**config.mk**
```make
export PLATFORM = sky130hd
export DESIGN_NAME = inst_decode
export DESIGN_NICKNAME = d
export VERILOG_FILES = /design/src/design/rv_isa_pkg.sv /design/src/design/rv_core_pkg.sv /design/src/design/inst_decode.sv
export SDC_FILE = /design/constraint.sdc
export NUM_CORES = 1
export LEC_CHECK = 0
export BUFFER_PORTS_ARGS = -buffer_cell sky130_fd_sc_hd__buf_4
export CORE_UTILIZATION = 36
export DETAILED_ROUTE_END_ITERATION = 7
export GPL_TIMING_DRIVEN = 0
export PLACE_DENSITY = 0.91
export SYNTH_ARGS = -nofsm -noshare
export SYNTH_HDL_FRONTEND = slang
export SYNTH_SLANG_ARGS = --single-unit
export TNS_END_PERCENT = 20
```
**constraint.sdc**
```tcl
create_clock -name vclk -period 2.45
set_clock_uncertainty 0.2 [all_clocks]
set_input_delay 0.1225 -clock vclk [all_inputs]
set_output_delay 0.1225 -clock vclk [all_outputs]
set_load 0.05 [all_outputs]
```
**src/design/rv_isa_pkg.sv**
```systemverilog
// RV32I encodings: major opcodes, ALU functions, write-back and next-PC selects
// and the funct3 values for memory widths and branch conditions
package rv_isa_pkg;

  typedef enum logic [6:0] {
    op_reg    = 7'b0110011,
    op_imm    = 7'b0010011,
    op_load   = 7'b0000011,
    op_store  = 7'b0100011,
    op_branch = 7'b1100011,
    op_lui    = 7'b0110111,
    op_auipc  = 7'b0010111,
    op_jal    = 7'b1101111,
    op_jalr   = 7'b1100111,
    op_system = 7'b1110011,
    op_fence  = 7'b0001111
  } opcode_t;

  // Encoded as {funct7[5], funct3}
  typedef enum logic [3:0] {
    alu_add  = 4'b0000,
    alu_sub  = 4'b1000,
    alu_sll  = 4'b0001,
    alu_slt  = 4'b0010,
    alu_sltu = 4'b0011,
    alu_xor  = 4'b0100,
    alu_srl  = 4'b0101,
    alu_sra  = 4'b1101,
    alu_or   = 4'b0110,
    alu_and  = 4'b0111
  } alu_op_t;

  typedef enum logic [1:0] {wb_alu, wb_mem, wb_link} wb_sel_t;
  typedef enum logic [1:0] {pc_seq, pc_branch, pc_jump} pc_sel_t;

  typedef logic [2:0] funct3_t;

  localparam funct3_t f3_b    = 3'b000; // Load and store widths
  localparam funct3_t f3_h    = 3'b001;
  localparam funct3_t f3_w    = 3'b010;
  localparam funct3_t f3_bu   = 3'b100;
  localparam funct3_t f3_hu   = 3'b101;
  localparam funct3_t f3_beq  = 3'b000; // Branch conditions
  localparam funct3_t f3_bne  = 3'b001;
  localparam funct3_t f3_blt  = 3'b100;
  localparam funct3_t f3_bge  = 3'b101;
  localparam funct3_t f3_bltu = 3'b110;
  localparam funct3_t f3_bgeu = 3'b111;

endpackage

```
**src/design/rv_core_pkg.sv**
```systemverilog
// Core widths and memory map
package rv_core_pkg;

  typedef logic [31:0] word_t;     // Data or address word
  typedef logic [4:0]  reg_addr_t; // Register index
  typedef logic [31:0] inst_t;     // One instruction

  // UART transmit data register
  localparam word_t uart_addr = 32'h0000_fff0;

endpackage

```
**src/design/inst_decode.sv**
```systemverilog
// Instruction decoder: register fields, immediate and datapath controls
module inst_decode import rv_core_pkg::*; import rv_isa_pkg::*; (
  input  inst_t     inst,
  output reg_addr_t rs1,
  output reg_addr_t rs2,
  output reg_addr_t rd,
  output word_t     imm,
  output alu_op_t   alu_op,
  output funct3_t   funct3,
  output logic      op1_pc,
  output logic      op2_imm,
  output logic      mem_write,
  output logic      mem_read,
  output logic      rf_wen,
  output wb_sel_t   wb_sel,
  output pc_sel_t   pc_sel
);

  opcode_t opcode;
  word_t   i_imm;
  word_t   s_imm;
  word_t   b_imm;
  word_t   u_imm;
  word_t   j_imm;
  logic    writes;

  assign opcode = opcode_t'(inst[6:0]);
  assign rd     = inst[11:7];
  assign rs2    = inst[24:20];
  assign funct3 = inst[14:12];

  assign i_imm = {{20{inst[31]}}, inst[31:20]};
  assign s_imm = {{20{inst[31]}}, inst[31:25], inst[11:7]};
  assign b_imm = {{19{inst[31]}}, inst[31], inst[7], inst[30:25], inst[11:8], 1'b0};
  assign u_imm = {inst[31:12], 12'b0};
  assign j_imm = {{11{inst[31]}}, inst[31], inst[19:12], inst[20], inst[30:21], 1'b0};

  assign rf_wen = writes && (rd != '0);

  always_comb begin
    rs1       = inst[19:15];
    imm       = i_imm;
    alu_op    = alu_add;
    op1_pc    = 1'b0;
    op2_imm   = 1'b1;
    mem_write = 1'b0;
    mem_read  = 1'b0;
    writes    = 1'b0;
    wb_sel    = wb_alu;
    pc_sel    = pc_seq;
    case (opcode)
      op_reg: begin
        alu_op  = alu_op_t'({inst[30], inst[14:12]});
        op2_imm = 1'b0;
        writes  = 1'b1;
      end
      op_imm: begin
        // funct7[5] only selects SRAI among the immediate forms
        if (inst[14:12] == 3'b101) alu_op = alu_op_t'({inst[30], inst[14:12]});
        else alu_op = alu_op_t'({1'b0, inst[14:12]});
        writes = 1'b1;
      end
      op_load: begin
        mem_read = 1'b1;
        writes   = 1'b1;
        wb_sel   = wb_mem;
      end
      op_store: begin
        imm       = s_imm;
        mem_write = 1'b1;
      end
      op_branch: begin
        imm    = b_imm;
        op1_pc = 1'b1; // ALU forms the target
        pc_sel = pc_branch;
      end
      op_lui: begin
        rs1    = '0; // x0 + imm
        imm    = u_imm;
        writes = 1'b1;
      end
      op_auipc: begin
        rs1    = '0;
        imm    = u_imm;
        op1_pc = 1'b1;
        writes = 1'b1;
      end
      op_jal: begin
        rs1    = '0;
        imm    = j_imm;
        op1_pc = 1'b1;
        writes = 1'b1;
        wb_sel = wb_link;
        pc_sel = pc_jump;
      end
      op_jalr: begin
        writes = 1'b1;
        wb_sel = wb_link;
        pc_sel = pc_jump;
      end
      default: begin
        rs1 = '0; // System, fence and all-zero words act as no-ops
      end
    endcase
  end

endmodule

```
==> metrics.md <==
| Metric | Value |
|---|---|
| Nets@finish | `226` |
| Syn_nets | `129` |
| Fin util | `81.2%` |
| Row cnt | `15` |
| Ports | `95` |
| Pwr dens | `254 mW/mm^2` |
| CP arrival | `1510 ps` |
| Full die area | `0.00222 mm^2` |
| Critical path type | `input pin to output port` |
| FF+latch area | `0 um^2` |
| Vias in the first global route | `931` |
| DR pass1 iterations | `4` |
| DIE HEIGHT | `47.1 um` |
| Final setup viols | `0` |
| Status | `complete, no violations` |
| Layout cell share with drive strength beyond 1 | `70.3%` |
| Area occupied by multi-input gates | `567 um^2` |
| Worst setup EP type | `output port` |
| Fin crit share | `74.7%` |
| Vias/cell | `5.01` |
| Mapped cell area | `733 um^2` |
| Hold crit path type | `input pin to output port` |
| Final antenna-violating net count | `0` |
| # fillers | `135` |
| Cell Chain, Critical Path | `buf_4, buf_2, nand3b_1, o21a_1, nor3_1, and2_1, buf_4` |
| Initial Util | `40.3%` |
| Non-Filler Instances | `217` |
| Final hold violation count | `0` |
| Slew margin rel. | `66.2%` |
| Top post-synthesis cells by area | `buf_4 14%, a21o_2 13%, a21o_1 8.2%` |
| Cell variety after synth | `33` |
| Routed Wire Length | `2.81 mm` |
| Largest net degree at the start of global routing | `11` |
| Final Slew Violations | `0` |
| Setup TNS | `0 ps` |
| Post-DP HPWL | `2.41 mm` |
| Clkbuf count | `0` |
| Hold-fix buffers, CTS | `0` |
| Initial DRC count | `7` |
| Most frequent cell after synthesis | `buf_4` |
| FMAX | `547 MHz` |
| Most frequent CP cell | `buf_4` |
| Wirelength per Cell | `12.9 um` |
| Yosys warning count | `0` |
| Placed instance count | `217` |
| Buffers & Inverters on Critical Path | `3` |
| Residual DRC count | `0` |
| Synthesized area per cell | `7.56 um^2` |
| Final min period | `1830 ps` |
| Core area | `0.00182 mm^2` |
| Vias | `1088` |
| CP max stage delay | `340 ps` |
| Initial antenna violation count | `0` |
| Crit path max-delay family | `simple AND/OR/NAND/NOR gates` |
| MaxCap Viol Count | `0` |
| GRT overflow | `0` |
| Pleak | `0.000861 uW` |
| FF+latch count | `0` |
| Top-area cell type share of the netlist area | `14.3%` |
| ANT cells | `0` |
| Crit Path Max Fanout | `10` |
| Setup Buffers After CTS | `0` |
| First-pass GRT wire length | `4.00 mm` |
| Crit path required time | `2130 ps` |
| Cell count after synthesis | `97` |
| List of most frequent post-synthesis cells | `14 x buf_4, 11 x a21o_2, 8 x a21o_1` |
| Tot GR Track Use | `23.7%` |
| Crit path launch type | `input pin` |
| Worst slew pin tran | `505 ps` |
| Seq/Total Area, Yosys | `0%` |
| Post-CTS resize count | `0` |
| GP Congestion | `0.813` |
| RSZ-0062 raised after global routing | `false` |
| Synth area leader | `buf_4` |
| VDD IR max | `0.185 mV` |
| Slowest cell on the critical path | `nor3_1` |
| IO Port Bufs | `95` |
| Layout Area Growth over Synthesis | `102%` |
| Width of the die | `47.1 um` |
power breakdown:
group | switching (uW) | internal [uW] | total (uW) | leakage [uW]
Combinational | 240 | 136 | 375 | 0.000861
Clock | 0 | 0 | 0 | 0
Sequential | 0 | 0 | 0 | 0
tightest hold or removal path: cells and delay by family:
kind | cells | cell delay (ps)
buf+inv | 3 | 360
final timing paths:
check	from	endpoint	slack (ps)	cells past startpoint
worst min-delay path	inst[31]	imm[31]	400	3
worst max-delay path	inst[4]	rs1[1]	620	7
kinds of logic (layout without fill, tap and decap cells):
| group | after synthesis | count (layout) | synth area share, % |
|---|---|---|---|
| simple gates | 45 | 45 | 44.2 |
| buf+inv | 22 | 117 | 22.7 |
| compound gates | 30 | 30 | 33.1 |
layer usage:
layer	GRT usage, %	wire (um)	vias up
li1	-	-	526
met1	28.6	1100	515
met2	47.2	1560	45
met3	0.769	121	2
met4	2.29	26	0
met5	0	0	-
placed cells by master (no fill, tap or decap), types with 3 or more instances in the layout:
cell type | synthesis | routed
nand2_1 | 3 | 3
nor2b_1 | 7 | 7
nand3b_1 | 3 | 3
a22o_1 | 4 | 4
nor2_1 | 7 | 7
buf_4 | 14 | 109
buf_6 | 4 | 4
a21o_2 | 11 | 11
and3_1 | 4 | 4
a21o_1 | 8 | 8
and2_1 | 6 | 6
through the flow:
| step | setup WS, ps | instance area [um^2] | total power, uW | hold slack (ps) |
|---|---|---|---|---|
| after floorplan | 44.3 | 733 | 241 | 161 |
| final | 621 | 1480 | 375 | 404 |
| after detailed placement | 613 | 1480 | 376 | 407 |
| after global placement | 699 | 1480 | 371 | 397 |
| after CTS | 611 | 1480 | 376 | 408 |
| after global routing | 524 | 1480 | 391 | 409 |
layout make-up:
class | instances | share of cell area (%)
inverter | 3 | 0.762
tap | 25 | 2.12
timing repair buffer | 95 | 48.3
multi-input combinational | 75 | 38.4
buffer | 19 | 10.5
Note: power is estimated with default switching activity, not from simulation.
