### src/design/rv_isa_pkg.sv
// RV32I encodings: major opcodes, ALU functions, write-back and next-PC selects
// and the funct3 values for memory widths and branch conditions
package rv_isa_pkg;

  typedef enum logic [6:0] {
    op_reg    = 7'b0110011,
    op_imm    = 7'b0010011,
    op_load   = 7'b0000011,
    op_store  = 7'b0100011,
    op_branch = 7'b1100011,
    op_lui    = 7'b0110111,
    op_auipc  = 7'b0010111,
    op_jal    = 7'b1101111,
    op_jalr   = 7'b1100111,
    op_system = 7'b1110011,
    op_fence  = 7'b0001111
  } opcode_t;

  // Encoded as {funct7[5], funct3}
  typedef enum logic [3:0] {
    alu_add  = 4'b0000,
    alu_sub  = 4'b1000,
    alu_sll  = 4'b0001,
    alu_slt  = 4'b0010,
    alu_sltu = 4'b0011,
    alu_xor  = 4'b0100,
    alu_srl  = 4'b0101,
    alu_sra  = 4'b1101,
    alu_or   = 4'b0110,
    alu_and  = 4'b0111
  } alu_op_t;

  typedef enum logic [1:0] {wb_alu, wb_mem, wb_link} wb_sel_t;
  typedef enum logic [1:0] {pc_seq, pc_branch, pc_jump} pc_sel_t;

  typedef logic [2:0] funct3_t;

  localparam funct3_t f3_b    = 3'b000; // Load and store widths
  localparam funct3_t f3_h    = 3'b001;
  localparam funct3_t f3_w    = 3'b010;
  localparam funct3_t f3_bu   = 3'b100;
  localparam funct3_t f3_hu   = 3'b101;
  localparam funct3_t f3_beq  = 3'b000; // Branch conditions
  localparam funct3_t f3_bne  = 3'b001;
  localparam funct3_t f3_blt  = 3'b100;
  localparam funct3_t f3_bge  = 3'b101;
  localparam funct3_t f3_bltu = 3'b110;
  localparam funct3_t f3_bgeu = 3'b111;

endpackage

### src/design/rv_core_pkg.sv
// Core widths and memory map
package rv_core_pkg;

  typedef logic [31:0] word_t;     // Data or address word
  typedef logic [4:0]  reg_addr_t; // Register index
  typedef logic [31:0] inst_t;     // One instruction

  // UART transmit data register
  localparam word_t uart_addr = 32'h0000_fff0;

endpackage

### src/design/issue_check.sv
// Pairing checker for the two fetched instructions
module issue_check import rv_core_pkg::*; import rv_isa_pkg::*; (
  input  inst_t inst_1,
  input  inst_t inst_2,
  output logic  pair_ok
);

  opcode_t   op_1;
  opcode_t   op_2;
  reg_addr_t rd_1;
  reg_addr_t rs1_2;
  reg_addr_t rs2_2;
  logic      first_ctrl;
  logic      second_mem;
  logic      writes_rd_1;
  logic      reads_rs1_2;
  logic      reads_rs2_2;
  logic      hazard;

  assign op_1  = opcode_t'(inst_1[6:0]);
  assign op_2  = opcode_t'(inst_2[6:0]);
  assign rd_1  = inst_1[11:7];
  assign rs1_2 = inst_2[19:15];
  assign rs2_2 = inst_2[24:20];

  // Control flow must close the bundle
  assign first_ctrl = op_1 inside {op_branch, op_jal, op_jalr, op_system};
  assign second_mem = op_2 inside {op_load, op_store}; // Memory port is slot 1 only

  assign writes_rd_1 = (rd_1 != '0) &&
                       (op_1 inside {op_reg, op_imm, op_load, op_lui, op_auipc,
                                     op_jal, op_jalr});
  assign reads_rs1_2 = op_2 inside {op_reg, op_imm, op_load, op_store, op_branch,
                                    op_jalr};
  assign reads_rs2_2 = op_2 inside {op_reg, op_store, op_branch};

  // RAW dependency inside the bundle
  assign hazard = writes_rd_1 &&
                  ((reads_rs1_2 && (rs1_2 == rd_1)) ||
                   (reads_rs2_2 && (rs2_2 == rd_1)));

  assign pair_ok = !(first_ctrl || second_mem || hazard);

endmodule

### config.mk
export PLATFORM = sky130hd
export DESIGN_NAME = issue_check
export DESIGN_NICKNAME = d
export VERILOG_FILES = /design/src/design/rv_isa_pkg.sv /design/src/design/rv_core_pkg.sv /design/src/design/issue_check.sv
export SDC_FILE = /design/constraint.sdc
export NUM_CORES = 1
export LEC_CHECK = 0
export ABC_AREA = 1
export BUFFER_PORTS_ARGS = -buffer_cell sky130_fd_sc_hd__clkbuf_2
export CAP_MARGIN = 10
export CORE_AREA = 2 2 39 41
export DETAILED_ROUTE_END_ITERATION = 8
export DIE_AREA = 0 0 41 43
export GPL_TIMING_DRIVEN = 0
export MAX_ROUTING_LAYER = met4
export PLACE_DENSITY = 0.87
export SLEW_MARGIN = 10
export SYNTH_ARGS = -nofsm -noshare
export SYNTH_HDL_FRONTEND = slang
export SYNTH_SLANG_ARGS = --single-unit
### constraint.sdc
create_clock -name vclk -period 1.2
set_input_delay 0.24 -clock vclk [all_inputs]
set_output_delay 0.24 -clock vclk [all_outputs]
set_load 0.005 [all_outputs]
==> run summary <==
The final count of pins violating max slew came out at 0. The path class of the tightest hold or removal check is in2out. The final-report hold violation count came out at 0. The required time at the endpoint of the critical path is ~0.96 ns. The worst path in the final design needs a cycle of roughly 1.2 ns, including I/O delays and setup. The critical path goes through clkbuf_2, xor2_1, nor2_1, nand3_2, nand2_2, a21oi_2, buf_2. The global placement routability congestion is between 0.7 and 0.8. In the final routed layout, each cell accounts on average for about 8 µm. The number of sequential cells in the layout is 0. The standby leakage power came out at around 0.00034 µW. The number of clock buffer instances in the layout is 0.

Setup total negative slack on the finished layout was measured at -0.02161 ns. The sum of net half-perimeters after detailed placement is ~780 µm. The post-route cell area came out at between 500 and 600 µm². The count of routing violations after the opening detailed-route iteration is 0.

The cell type of the slowest stage on the worst timing path is sky130_fd_sc_hd__xor2_1. The worst setup slack after placement is -0.04689 ns. The total detailed-routing wirelength came out at slightly below 900 µm. The first global-routing pass estimated between 1 and 1.5 mm of wire. The total net switching power came out at 71.87 µW.

STA classifies the critical path startpoint as a primary input. The initial cell density of the core is 0.2288. Following the worst setup path forward leads to its endpoint at pair_ok. The sort of element at the end of the critical path is a primary output.

The number of antenna violations at the first check in global routing is 0. Max-cap violations in this run came to 0. The share of final-layout standard cells stronger than drive strength 1 came out at 0.4536. Of all cell types, the one taking the most synthesized area is sky130_fd_sc_hd__nand2_1. The launch point of the worst path is inst_1[11].

The count of input and output buffers is 30. The number of fill cells in the layout is between 100 and 150. The largest net degree at the start of global routing came out at 4.

The number of global-route vias before repair is about 380. The most common library cell in the layout ignoring fill and taps is sky130_fd_sc_hd__nand2_1. The total of hold buffers inserted after clock tree synthesis came out at 0. Across all setup checks in the final design, the least slack found is -0.02161 ns. The combinational group share of total power came out at 1.000. The total area inside the core boundary comes to ~1400 µm². The net count of the mapped netlist came out at between 100 and 150. The number of routed nets with antenna violations is 0.

The final number of setup-violating endpoints is 1. Of the post-synthesis cell area, the dominant cell type holds 0.3083. The overall via count from detail_route is 471. The via density per instance came out at ~4.2. In this run the core area contains 14 standard-cell rows.

The run finished, with violations left. The summed instance area of the synthesized netlist is about 320 µm². The timing-limited maximum frequency is 0.8186 GHz. The switching fraction of total power is 0.4583. The post-route fraction of the period consumed by the critical path came out at 1.018.

The max-slew headroom at the worst pin is 0.8770. Internal power comes to 84.95 µW. Setup repair after global routing could not meet its margin everywhere. In the layout the commonest cells are sky130_fd_sc_hd__nand2_1 (24), sky130_fd_sc_hd__clkbuf_2 (22), sky130_fd_sc_hd__inv_1 (9). The cell count after synthesis came out at 67.

For this design the ratio of total power to cell area is approximately 280 nW/µm². The unique cell type count in the Yosys netlist is 11. The buffers inserted during post-CTS setup optimization is 0. The share of total power dissipated in the clock network is 0. The checks that failed: setup timing. The largest driver fanout on the critical path is 3. Measured along the y axis, the die boundary spans approximately 43 µm. For this run, the detailed router's first-pass iteration total came to 1. The die width is 41 µm. For the pin with the worst max-slew slack, the measured transition is about 0.18 ns. The sequential area share after synthesis is 0. The count of yosys warnings during synthesis came out at 0. The global-route usage over all layers is 0.09519. The post-detailed-route DRC marker count is 0. The total cell area at the placement stage came out at slightly below 500 µm². Yosys attributes the largest share of cell area to sky130_fd_sc_hd__nand2_1 (31%), sky130_fd_sc_hd__inv_1 (15%), sky130_fd_sc_hd__nor2_1 (14%), sky130_fd_sc_hd__xor2_1 (11%), sky130_fd_sc_hd__nand4_1 (7.9%). The remaining global-route overflow came out at 0. The total area of multi-input combinational cells came out at about 300 µm². Of the total power, registers draw 0.

At the end of the flow, the number of nets in the layout was about 160. By startpoint and endpoint, the worst setup path is classified as in2out. The number of antenna diodes in the final layout is 0. The number of placed I/O pins is 65. Across the VDD grid, the largest voltage drop is between 90 and 100 µV. For this run, the share of the core covered by cells in the final layout is 0.4114. The area enclosed by the die boundary is 1763 µm².

The register area is 0 µm². The longest individual stage delay on the worst path came out at 0.16 ns. The post-synthesis area per instance came out at about 4.7 µm².

Relative to the synthesized area, the layout overhead comes to 79.84%. STA puts the critical path data arrival time at slightly below 1 ns.
[routing by layer]
metal  track usage  vias up  part of all wire
li1              -      266                 -
met1        0.1076      188              0.38
met2        0.1750       17              0.54
met3      0.005236        0             0.078
met4       0.01333        0                 0
met5             -        -                 0
[critical path, delay by kind of cell]
kind                   cells  cell delay [ns]
AND/OR/NAND/NOR            3             0.30
AO/OA/AOI/OAI              1             0.04
buffers and inverters      2             0.24
XOR/XNOR                   1             0.16
[per-stage QoR]
step | hold slack, ns | total power, µW | instances
after floorplan | 0.6781 | 58.49 | 67
after global placement | 0.9054 | 121.7 | 113
after detailed placement | 0.9040 | 125.9 | 113
after CTS | 0.9040 | 131.0 | 113
after global routing | 0.9261 | 174.8 | 113
final | 0.8908 | 156.8 | 113
[cell usage after synthesis, drive strengths merged]
cell    instances
a21oi           2
inv            13
nand2          26
nand3           2
nand3b          1
nand4           4
nor2           12
o211ai          1
xnor2           2
xor2            4
[worst min path at each step]
stage | from | slack [ns] | endpoint | cells past startpoint
after floorplan | inst_1[11] | 0.68 | pair_ok | 3
after global placement | inst_2[4] | 0.91 | pair_ok | 4
after detailed placement | inst_2[4] | 0.90 | pair_ok | 4
after CTS | inst_2[4] | 0.90 | pair_ok | 4
after global routing | inst_2[4] | 0.93 | pair_ok | 4
final | inst_2[4] | 0.89 | pair_ok | 4
[kinds of logic (layout without fill, tap and decap cells)]
kind of cell | count (synthesis) | in the layout | synth area share
AOI/OAI and AO/OA | 3 | 3 | 0.07907
and+or+nand+nor | 45 | 45 | 0.6008
xor gates and xnor gates | 6 | 6 | 0.1660
buffers and inverters | 13 | 43 | 0.1542
[power groups by stage]
| stage | clock network [µW] | logic (µW) | registers [µW] |
|---|---|---|---|
| after CTS | 0 | 131 | 0 |
| after detailed placement | 0 | 126 | 0 |
| after floorplan | 0 | 58.5 | 0 |
| after global placement | 0 | 122 | 0 |
| after global routing | 0 | 175 | 0 |
| final | 0 | 157 | 0 |
[timing repair]
| item | in CTS | in global routing |
|---|---|---|
| cloned | 0 | 0 |
| pin swaps | 8 | 16 |
| gates resized for setup | 4 | 27 |
| setup endpoints to repair | 1 | 1 |
[cell type report]
type,count,share of cell area
tap,16,0.03516
timing repair buffer,30,0.3473
inverter,13,0.09011
multi-input combinational,54,0.5275
No activity file was read; power rests on OpenSTA's default activity.
