$ cat src/design/rv_isa_pkg.sv
// RV32I encodings: major opcodes, ALU functions, write-back and next-PC selects
// and the funct3 values for memory widths and branch conditions
package rv_isa_pkg;

  typedef enum logic [6:0] {
    op_reg    = 7'b0110011,
    op_imm    = 7'b0010011,
    op_load   = 7'b0000011,
    op_store  = 7'b0100011,
    op_branch = 7'b1100011,
    op_lui    = 7'b0110111,
    op_auipc  = 7'b0010111,
    op_jal    = 7'b1101111,
    op_jalr   = 7'b1100111,
    op_system = 7'b1110011,
    op_fence  = 7'b0001111
  } opcode_t;

  // Encoded as {funct7[5], funct3}
  typedef enum logic [3:0] {
    alu_add  = 4'b0000,
    alu_sub  = 4'b1000,
    alu_sll  = 4'b0001,
    alu_slt  = 4'b0010,
    alu_sltu = 4'b0011,
    alu_xor  = 4'b0100,
    alu_srl  = 4'b0101,
    alu_sra  = 4'b1101,
    alu_or   = 4'b0110,
    alu_and  = 4'b0111
  } alu_op_t;

  typedef enum logic [1:0] {wb_alu, wb_mem, wb_link} wb_sel_t;
  typedef enum logic [1:0] {pc_seq, pc_branch, pc_jump} pc_sel_t;

  typedef logic [2:0] funct3_t;

  localparam funct3_t f3_b    = 3'b000; // Load and store widths
  localparam funct3_t f3_h    = 3'b001;
  localparam funct3_t f3_w    = 3'b010;
  localparam funct3_t f3_bu   = 3'b100;
  localparam funct3_t f3_hu   = 3'b101;
  localparam funct3_t f3_beq  = 3'b000; // Branch conditions
  localparam funct3_t f3_bne  = 3'b001;
  localparam funct3_t f3_blt  = 3'b100;
  localparam funct3_t f3_bge  = 3'b101;
  localparam funct3_t f3_bltu = 3'b110;
  localparam funct3_t f3_bgeu = 3'b111;

endpackage

$ cat src/design/rv_core_pkg.sv
// Core widths and memory map
package rv_core_pkg;

  typedef logic [31:0] word_t;     // Data or address word
  typedef logic [4:0]  reg_addr_t; // Register index
  typedef logic [31:0] inst_t;     // One instruction

  // UART transmit data register
  localparam word_t uart_addr = 32'h0000_fff0;

endpackage

$ cat src/design/exec_unit.sv
// Execute stage of one slot: operand select, ALU and branch decision
module exec_unit import rv_core_pkg::*; import rv_isa_pkg::*; (
  input  alu_op_t alu_op,
  input  logic    op1_pc,
  input  logic    op2_imm,
  input  word_t   pc,
  input  word_t   rdata1,
  input  word_t   rdata2,
  input  word_t   imm,
  input  funct3_t funct3,
  input  pc_sel_t pc_sel,
  output word_t   result,
  output logic    take_jump
);

  word_t opa;
  word_t opb;
  logic  cond;

  assign opa = op1_pc  ? pc  : rdata1;
  assign opb = op2_imm ? imm : rdata2;

  always_comb begin
    case (alu_op)
      alu_add:  result = opa + opb;
      alu_sub:  result = opa - opb;
      alu_sll:  result = opa << opb[4:0];
      alu_slt:  result = word_t'($signed(opa) < $signed(opb));
      alu_sltu: result = word_t'(opa < opb);
      alu_xor:  result = opa ^ opb;
      alu_srl:  result = opa >> opb[4:0];
      alu_sra:  result = $signed(opa) >>> opb[4:0];
      alu_or:   result = opa | opb;
      alu_and:  result = opa & opb;
      default:  result = '0; // Undefined funct7 patterns
    endcase
  end

  // Compare register values, never the ALU operands
  always_comb begin
    case (funct3)
      f3_beq:  cond = (rdata1 == rdata2);
      f3_bne:  cond = (rdata1 != rdata2);
      f3_blt:  cond = ($signed(rdata1) < $signed(rdata2));
      f3_bge:  cond = ($signed(rdata1) >= $signed(rdata2));
      f3_bltu: cond = (rdata1 < rdata2);
      f3_bgeu: cond = (rdata1 >= rdata2);
      default: cond = 1'b0;
    endcase
  end

  always_comb begin
    case (pc_sel)
      pc_branch: take_jump = cond;
      pc_jump:   take_jump = 1'b1;
      default:   take_jump = 1'b0;
    endcase
  end

endmodule

$ cat config.mk
export PLATFORM = sky130hd
export DESIGN_NAME = exec_unit
export DESIGN_NICKNAME = d
export VERILOG_FILES = /design/src/design/rv_isa_pkg.sv /design/src/design/rv_core_pkg.sv /design/src/design/exec_unit.sv
export SDC_FILE = /design/constraint.sdc
export NUM_CORES = 1
export LEC_CHECK = 0
export BUFFER_PORTS_ARGS = -buffer_cell sky130_fd_sc_hd__buf_2
export CORE_UTILIZATION = 25
export DETAILED_ROUTE_END_ITERATION = 12
export PLACE_DENSITY = 0.54
export SETUP_SLACK_MARGIN = 0.5
export SLEW_MARGIN = 10
export SYNTH_ARGS = -nofsm -noshare
export SYNTH_HDL_FRONTEND = slang
export SYNTH_SLANG_ARGS = --single-unit
$ cat constraint.sdc
create_clock -name vclk -period 5.1
set_input_delay 0.51 -clock vclk [all_inputs]
set_output_delay 0.51 -clock vclk [all_outputs]
set_load 0.01 [all_outputs]
==> results.ini, run 1 <==
[worst_setup_path]
end_kind=primary output
path_buf_inv=6
path_cells=buf_2, buf_12, mux2i_2, inv_1, ha_1, inv_1, fa_1, o21a_1, o31ai_4, a41o_2, a311oi_2, buf_4, o21a_1, o22ai_1, xnor2_1, o221ai_1, buf_2
start_kind=input port
worstPathMaxFanout=8
cp.arrival_ns=4.03
crit_family=compound AO/OA/AOI/OAI gates
cp_slowest_cell=fa_1
critical_path_class=input port to primary output
cp.required_ns=4.59
cp_slowest_stage_delay_ns=0.48

[route]
wl_um=52800
via_count=13200
viasPerCell=5.78
routedWlPerCell_um=23.2
drt_iter0_drc=1157
drc=0
final_antenna_net_count=0
first_pass_iters=5

[place]
gp_congestion=1.00
dpl.hpwl_um=42500
io_buffers=172

[synthesis]
yosysSeqAreaShare=0
syn_nets=1839
syn_inst=1567
synth_area_um2=10600
yosysWarnings=0
synthTopCellsByArea=ha_1 16%, mux2i_1 12%, a21oi_1 6.8%
yosysUniqueCellTypes=95
synth_area_leader_cell=ha_1
synth_top_area_frac=0.155
postSynthAreaPerCell_um2=6.75

[die]
dieHeight_um=208
coreArea_um2=41300
initial_core_util=0.256
dieArea_um2=43100
row_count=74
dieWidth_um=208
ios=172

[sta]
slew_violations=0
setup-violations-final=0
fin_crit_ns=4.54
grt_setup_unrepaired=yes
slew_headroom=0.478
fmax_mhz=220
tightestPinTransition_ns=0.776
post-route-period-util=0.890
tns_ns=0
report.final.hold_viol_count=0

[cells_and_area]
nets=2022
diodes=0
n_sequential_cell=0
final_common_cell=buf_2
area_growth_pct=21.6
final_util=0.311
ff_latch_area_um2=0
drive_above_1_share=0.236
fillers=4591
nClkBuffers=0
mostFrequentLayoutCells=171 x buf_2, 149 x nor2_1, 146 x nand2_1

[power]
p_seq_frac=0
pwr-share-clk=0
pwr-share-comb=1.000
power_switching_w=0.00120
powerDensity_nw_per_um2=150
swShare=0.619
ir_drop_uv=60.6
leakagePower_nw=5.86
intPower_w=0.000736

[job]
maxCapViolations=0

[global_route]
use_met1=0.311
grt_busiest_layer=met2
grt-ovfl-total=0
met2_usage=0.390
grt_usage=0.230
first_global_vias=12700
grt_pass1_wl_um=78300
antenna_found_initial=0
grt_max_degree=58
grtUsageMet3=0.0200

[hold_path]
min_path_type=input port to primary output

[clock_network]
hold_buffers=0

[status]
status=complete, no violations

## cells in the mapped netlist, types with 15 or more instances
| cell | number |
|---|---|
| nor2_1 | 150 |
| nand2_1 | 146 |
| a21oi_1 | 143 |
| ha_1 | 131 |
| mux2i_1 | 129 |
| inv_1 | 126 |
| o21ai_0 | 122 |
| clkbuf_1 | 66 |
| a211oi_1 | 45 |
| o21a_1 | 39 |
| nand3_1 | 28 |
| o22ai_1 | 27 |
| o211ai_1 | 24 |
| a21o_1 | 21 |
| buf_2 | 20 |
| a31oi_1 | 16 |
| nor2b_1 | 16 |
| nand2b_1 | 15 |
| nand4_1 | 15 |
## path summary, 6_finish.rpt
check	startpoint	endpoint	slack, ns	depth (start not counted)
setup / recovery	op1_pc	result[24]	0.56	17
hold / removal	pc_sel[1]	take_jump	1.42	4
## power groups by stage
stage / clock network [W] / registers [W] / logic (W)
after global routing: 0 / 0 / 0.00207
after CTS: 0 / 0 / 0.00181
after global placement: 0 / 0 / 0.00178
final: 0 / 0 / 0.00193
after detailed placement: 0 / 0 / 0.00177
after floorplan: 0 / 0 / 0.00116
## cell type report
type | count | area [um2] | share of cell area
Inverter | 133 | 504 | 0.0392
Multi-Input combinational cell | 1322 | 9820 | 0.764
Tap cell | 532 | 666 | 0.0518
Timing Repair Buffer | 293 | 1860 | 0.145
## layer usage
layer  routed length, um  vias to the layer above
met1               23100                     6337
met3                3380                       93
met5                   0                        -
met2               24600                      619
met4                1650                        0
li1                    -                     6127
## timing repair
action                     CTS  global route
hold endpoints to repair     0             0
buffers inserted             6            14
cloned                       0             2
setup endpoints to repair    8            15
pin swaps                    6            14
resized for setup           19            67
## logic make-up (layout without fill, tap and decap cells)
group,Yosys count,count (layout),synth area share
AO/OA/AOI/OAI,567,567,0.354
XOR/XNOR,9,9,0.00746
adder cells (fa/ha/maj),133,133,0.159
buffers and inverters,245,426,0.106
multiplexers,165,165,0.179
AND/OR/NAND/NOR,448,448,0.195
## through the flow
step                      hold slack, ns  instances  worst slack, ns  power (W)  instance area, um2
after floorplan                     1.17       1567            0.467    0.00116               10600
after global placement              1.39       2258            0.291    0.00178               12300
after detailed placement            1.42       2258            0.182    0.00177               12300
after CTS                           1.43       2264            0.495    0.00181               12400
after global routing                1.45       2280            0.481    0.00207               12900
final                               1.42       2280            0.560    0.00193               12900
(Power assumes the default switching activity.)
==> run 2: changes to the inputs <==
==> constraint.sdc (replaced) <==
create_clock -name vclk -period 4.5
set_input_delay 0.45 -clock vclk [all_inputs]
set_output_delay 0.45 -clock vclk [all_outputs]
set_load 0.01 [all_outputs]
==> run 2 against run 1 <==
Effect of this change:
- non-clock buffer count increased by 118
- clock-buffer cell count did not move
- highest routed layer unchanged
- routed wire length is 4.1% higher
- cell area grew 12%
- combinational power increased by 30%
- worst setup slack got worse by 0.33 ns
- final cell count grew 5.2%
- power is 30% higher
- sequential share of layout area did not move
==> results.ini, run 2 (synthesis gave the netlist of run 1 again) <==
[status]
status=complete, no violations

[worst_setup_path]
worstPathMaxFanout=6
endpoint=result[27]
start_kind=input port
cp.required_ns=4.05
startpoint=op1_pc
end_kind=primary output
cp.arrival_ns=3.82
critical_path_class=input port to primary output

[cells_and_area]
mostFrequentLayoutCells=208 x buf_4, 167 x buf_2, 147 x nor2_1
nets=2140
finish.instance_area_um2=14500
area_growth_pct=36.7
drive_above_1_share=0.324
diodes=0
ff_latch_area_um2=0
n_sequential_cell=0
final_common_cell=buf_4
nClkBuffers=0

[sta]
post-route-period-util=0.950
fmax_mhz=234
grt_setup_unrepaired=yes
fin_ws_ns=0.225
report.final.hold_viol_count=0
slew_violations=0
tightestPinTransition_ns=0.890
tns_ns=0
slew_headroom=0.406
setup-violations-final=0
fin_crit_ns=4.27

[global_route]
grt_max_degree=58
grt_pass1_wl_um=81600
first_global_vias=13400
grt-ovfl-total=0
grt_usage=0.241
antenna_found_initial=0

[route]
drt_iter0_drc=1111
via_count=13700
routedWlPerCell_um=22.9
viasPerCell=5.69
final_antenna_net_count=0
wl_um=55000
first_pass_iters=5
drc=0

[die]
dieHeight_um=208
dieWidth_um=208
ios=172
coreArea_um2=41300
dieArea_um2=43100
initial_core_util=0.256
row_count=74

[clock_network]
hold_buffers=0

[hold_path]
min_path_type=input port to primary output
hold_path_depth=4

[power]
powerDensity_nw_per_um2=174
leakagePower_nw=6.58
ir_drop_uv=67.0

[place]
place_ws_ns=-0.113
io_buffers=172
dpl_cell_area_um2=13100
dpl.hpwl_um=43000
gp_congestion=0.998

[job]
maxCapViolations=0

[run 2: routing by layer]
metal  wire length (um)  track usage
met1              23500        0.319
met2              25700        0.409
met4               2240       0.0794
met5                  0            0
met3               3520       0.0231
[run 2: final cells by class]
cell class                 instances  area [um2]
timing repair buffer             411        2930
fill                            4479       26800
multi-input combinational       1322       10300
tap                              532         666
inverter                         133         509
[run 2: power by group]
group          switching [W]  internal [W]
Clock                      0             0
Combinational        0.00146       0.00105
Sequential                 0             0
[run 2: worst min path at each step]
stage,from,end
global placement,pc_sel[1],take_jump
floorplan,pc_sel[1],take_jump
detailed placement,pc_sel[1],take_jump
CTS,pc_sel[1],take_jump
finish,pc_sel[1],take_jump
global route,pc_sel[1],take_jump
[run 2: worst max-delay path, cell delays in order]
cell and delay, ns:
buf_12 0.10, buf_12 0.14, buf_12 0.16, mux2i_4 0.32, ha_4 0.27, nor2b_4 0.14, nor4bb_4 0.31, o31a_1 0.27
o21ai_2 0.10, o41ai_2 0.33, buf_4 0.18, a221oi_4 0.09, o21a_1 0.20, or3_1 0.36, a31o_4 0.26, buf_6 0.12
[run 2: timing repair]
action	CTS	global route
gates resized for setup	112	93
pin swaps	53	56
setup endpoints to repair	23	23
buffers inserted	26	21
hold endpoints to repair	0	0
cloned	2	1
[run 2: per-stage QoR]
| stage | std cells | util | power [W] | hold slack [ns] |
|---|---|---|---|---|
| finish | 2398 | 0.350 | 0.00251 | 1.28 |
| global route | 2398 | 0.350 | 0.00268 | 1.31 |
| CTS | 2376 | 0.336 | 0.00233 | 1.29 |
| detailed placement | 2348 | 0.318 | 0.00217 | 1.29 |
| global placement | 2348 | 0.318 | 0.00217 | 1.27 |
| floorplan | 1567 | - | 0.00136 | 1.05 |
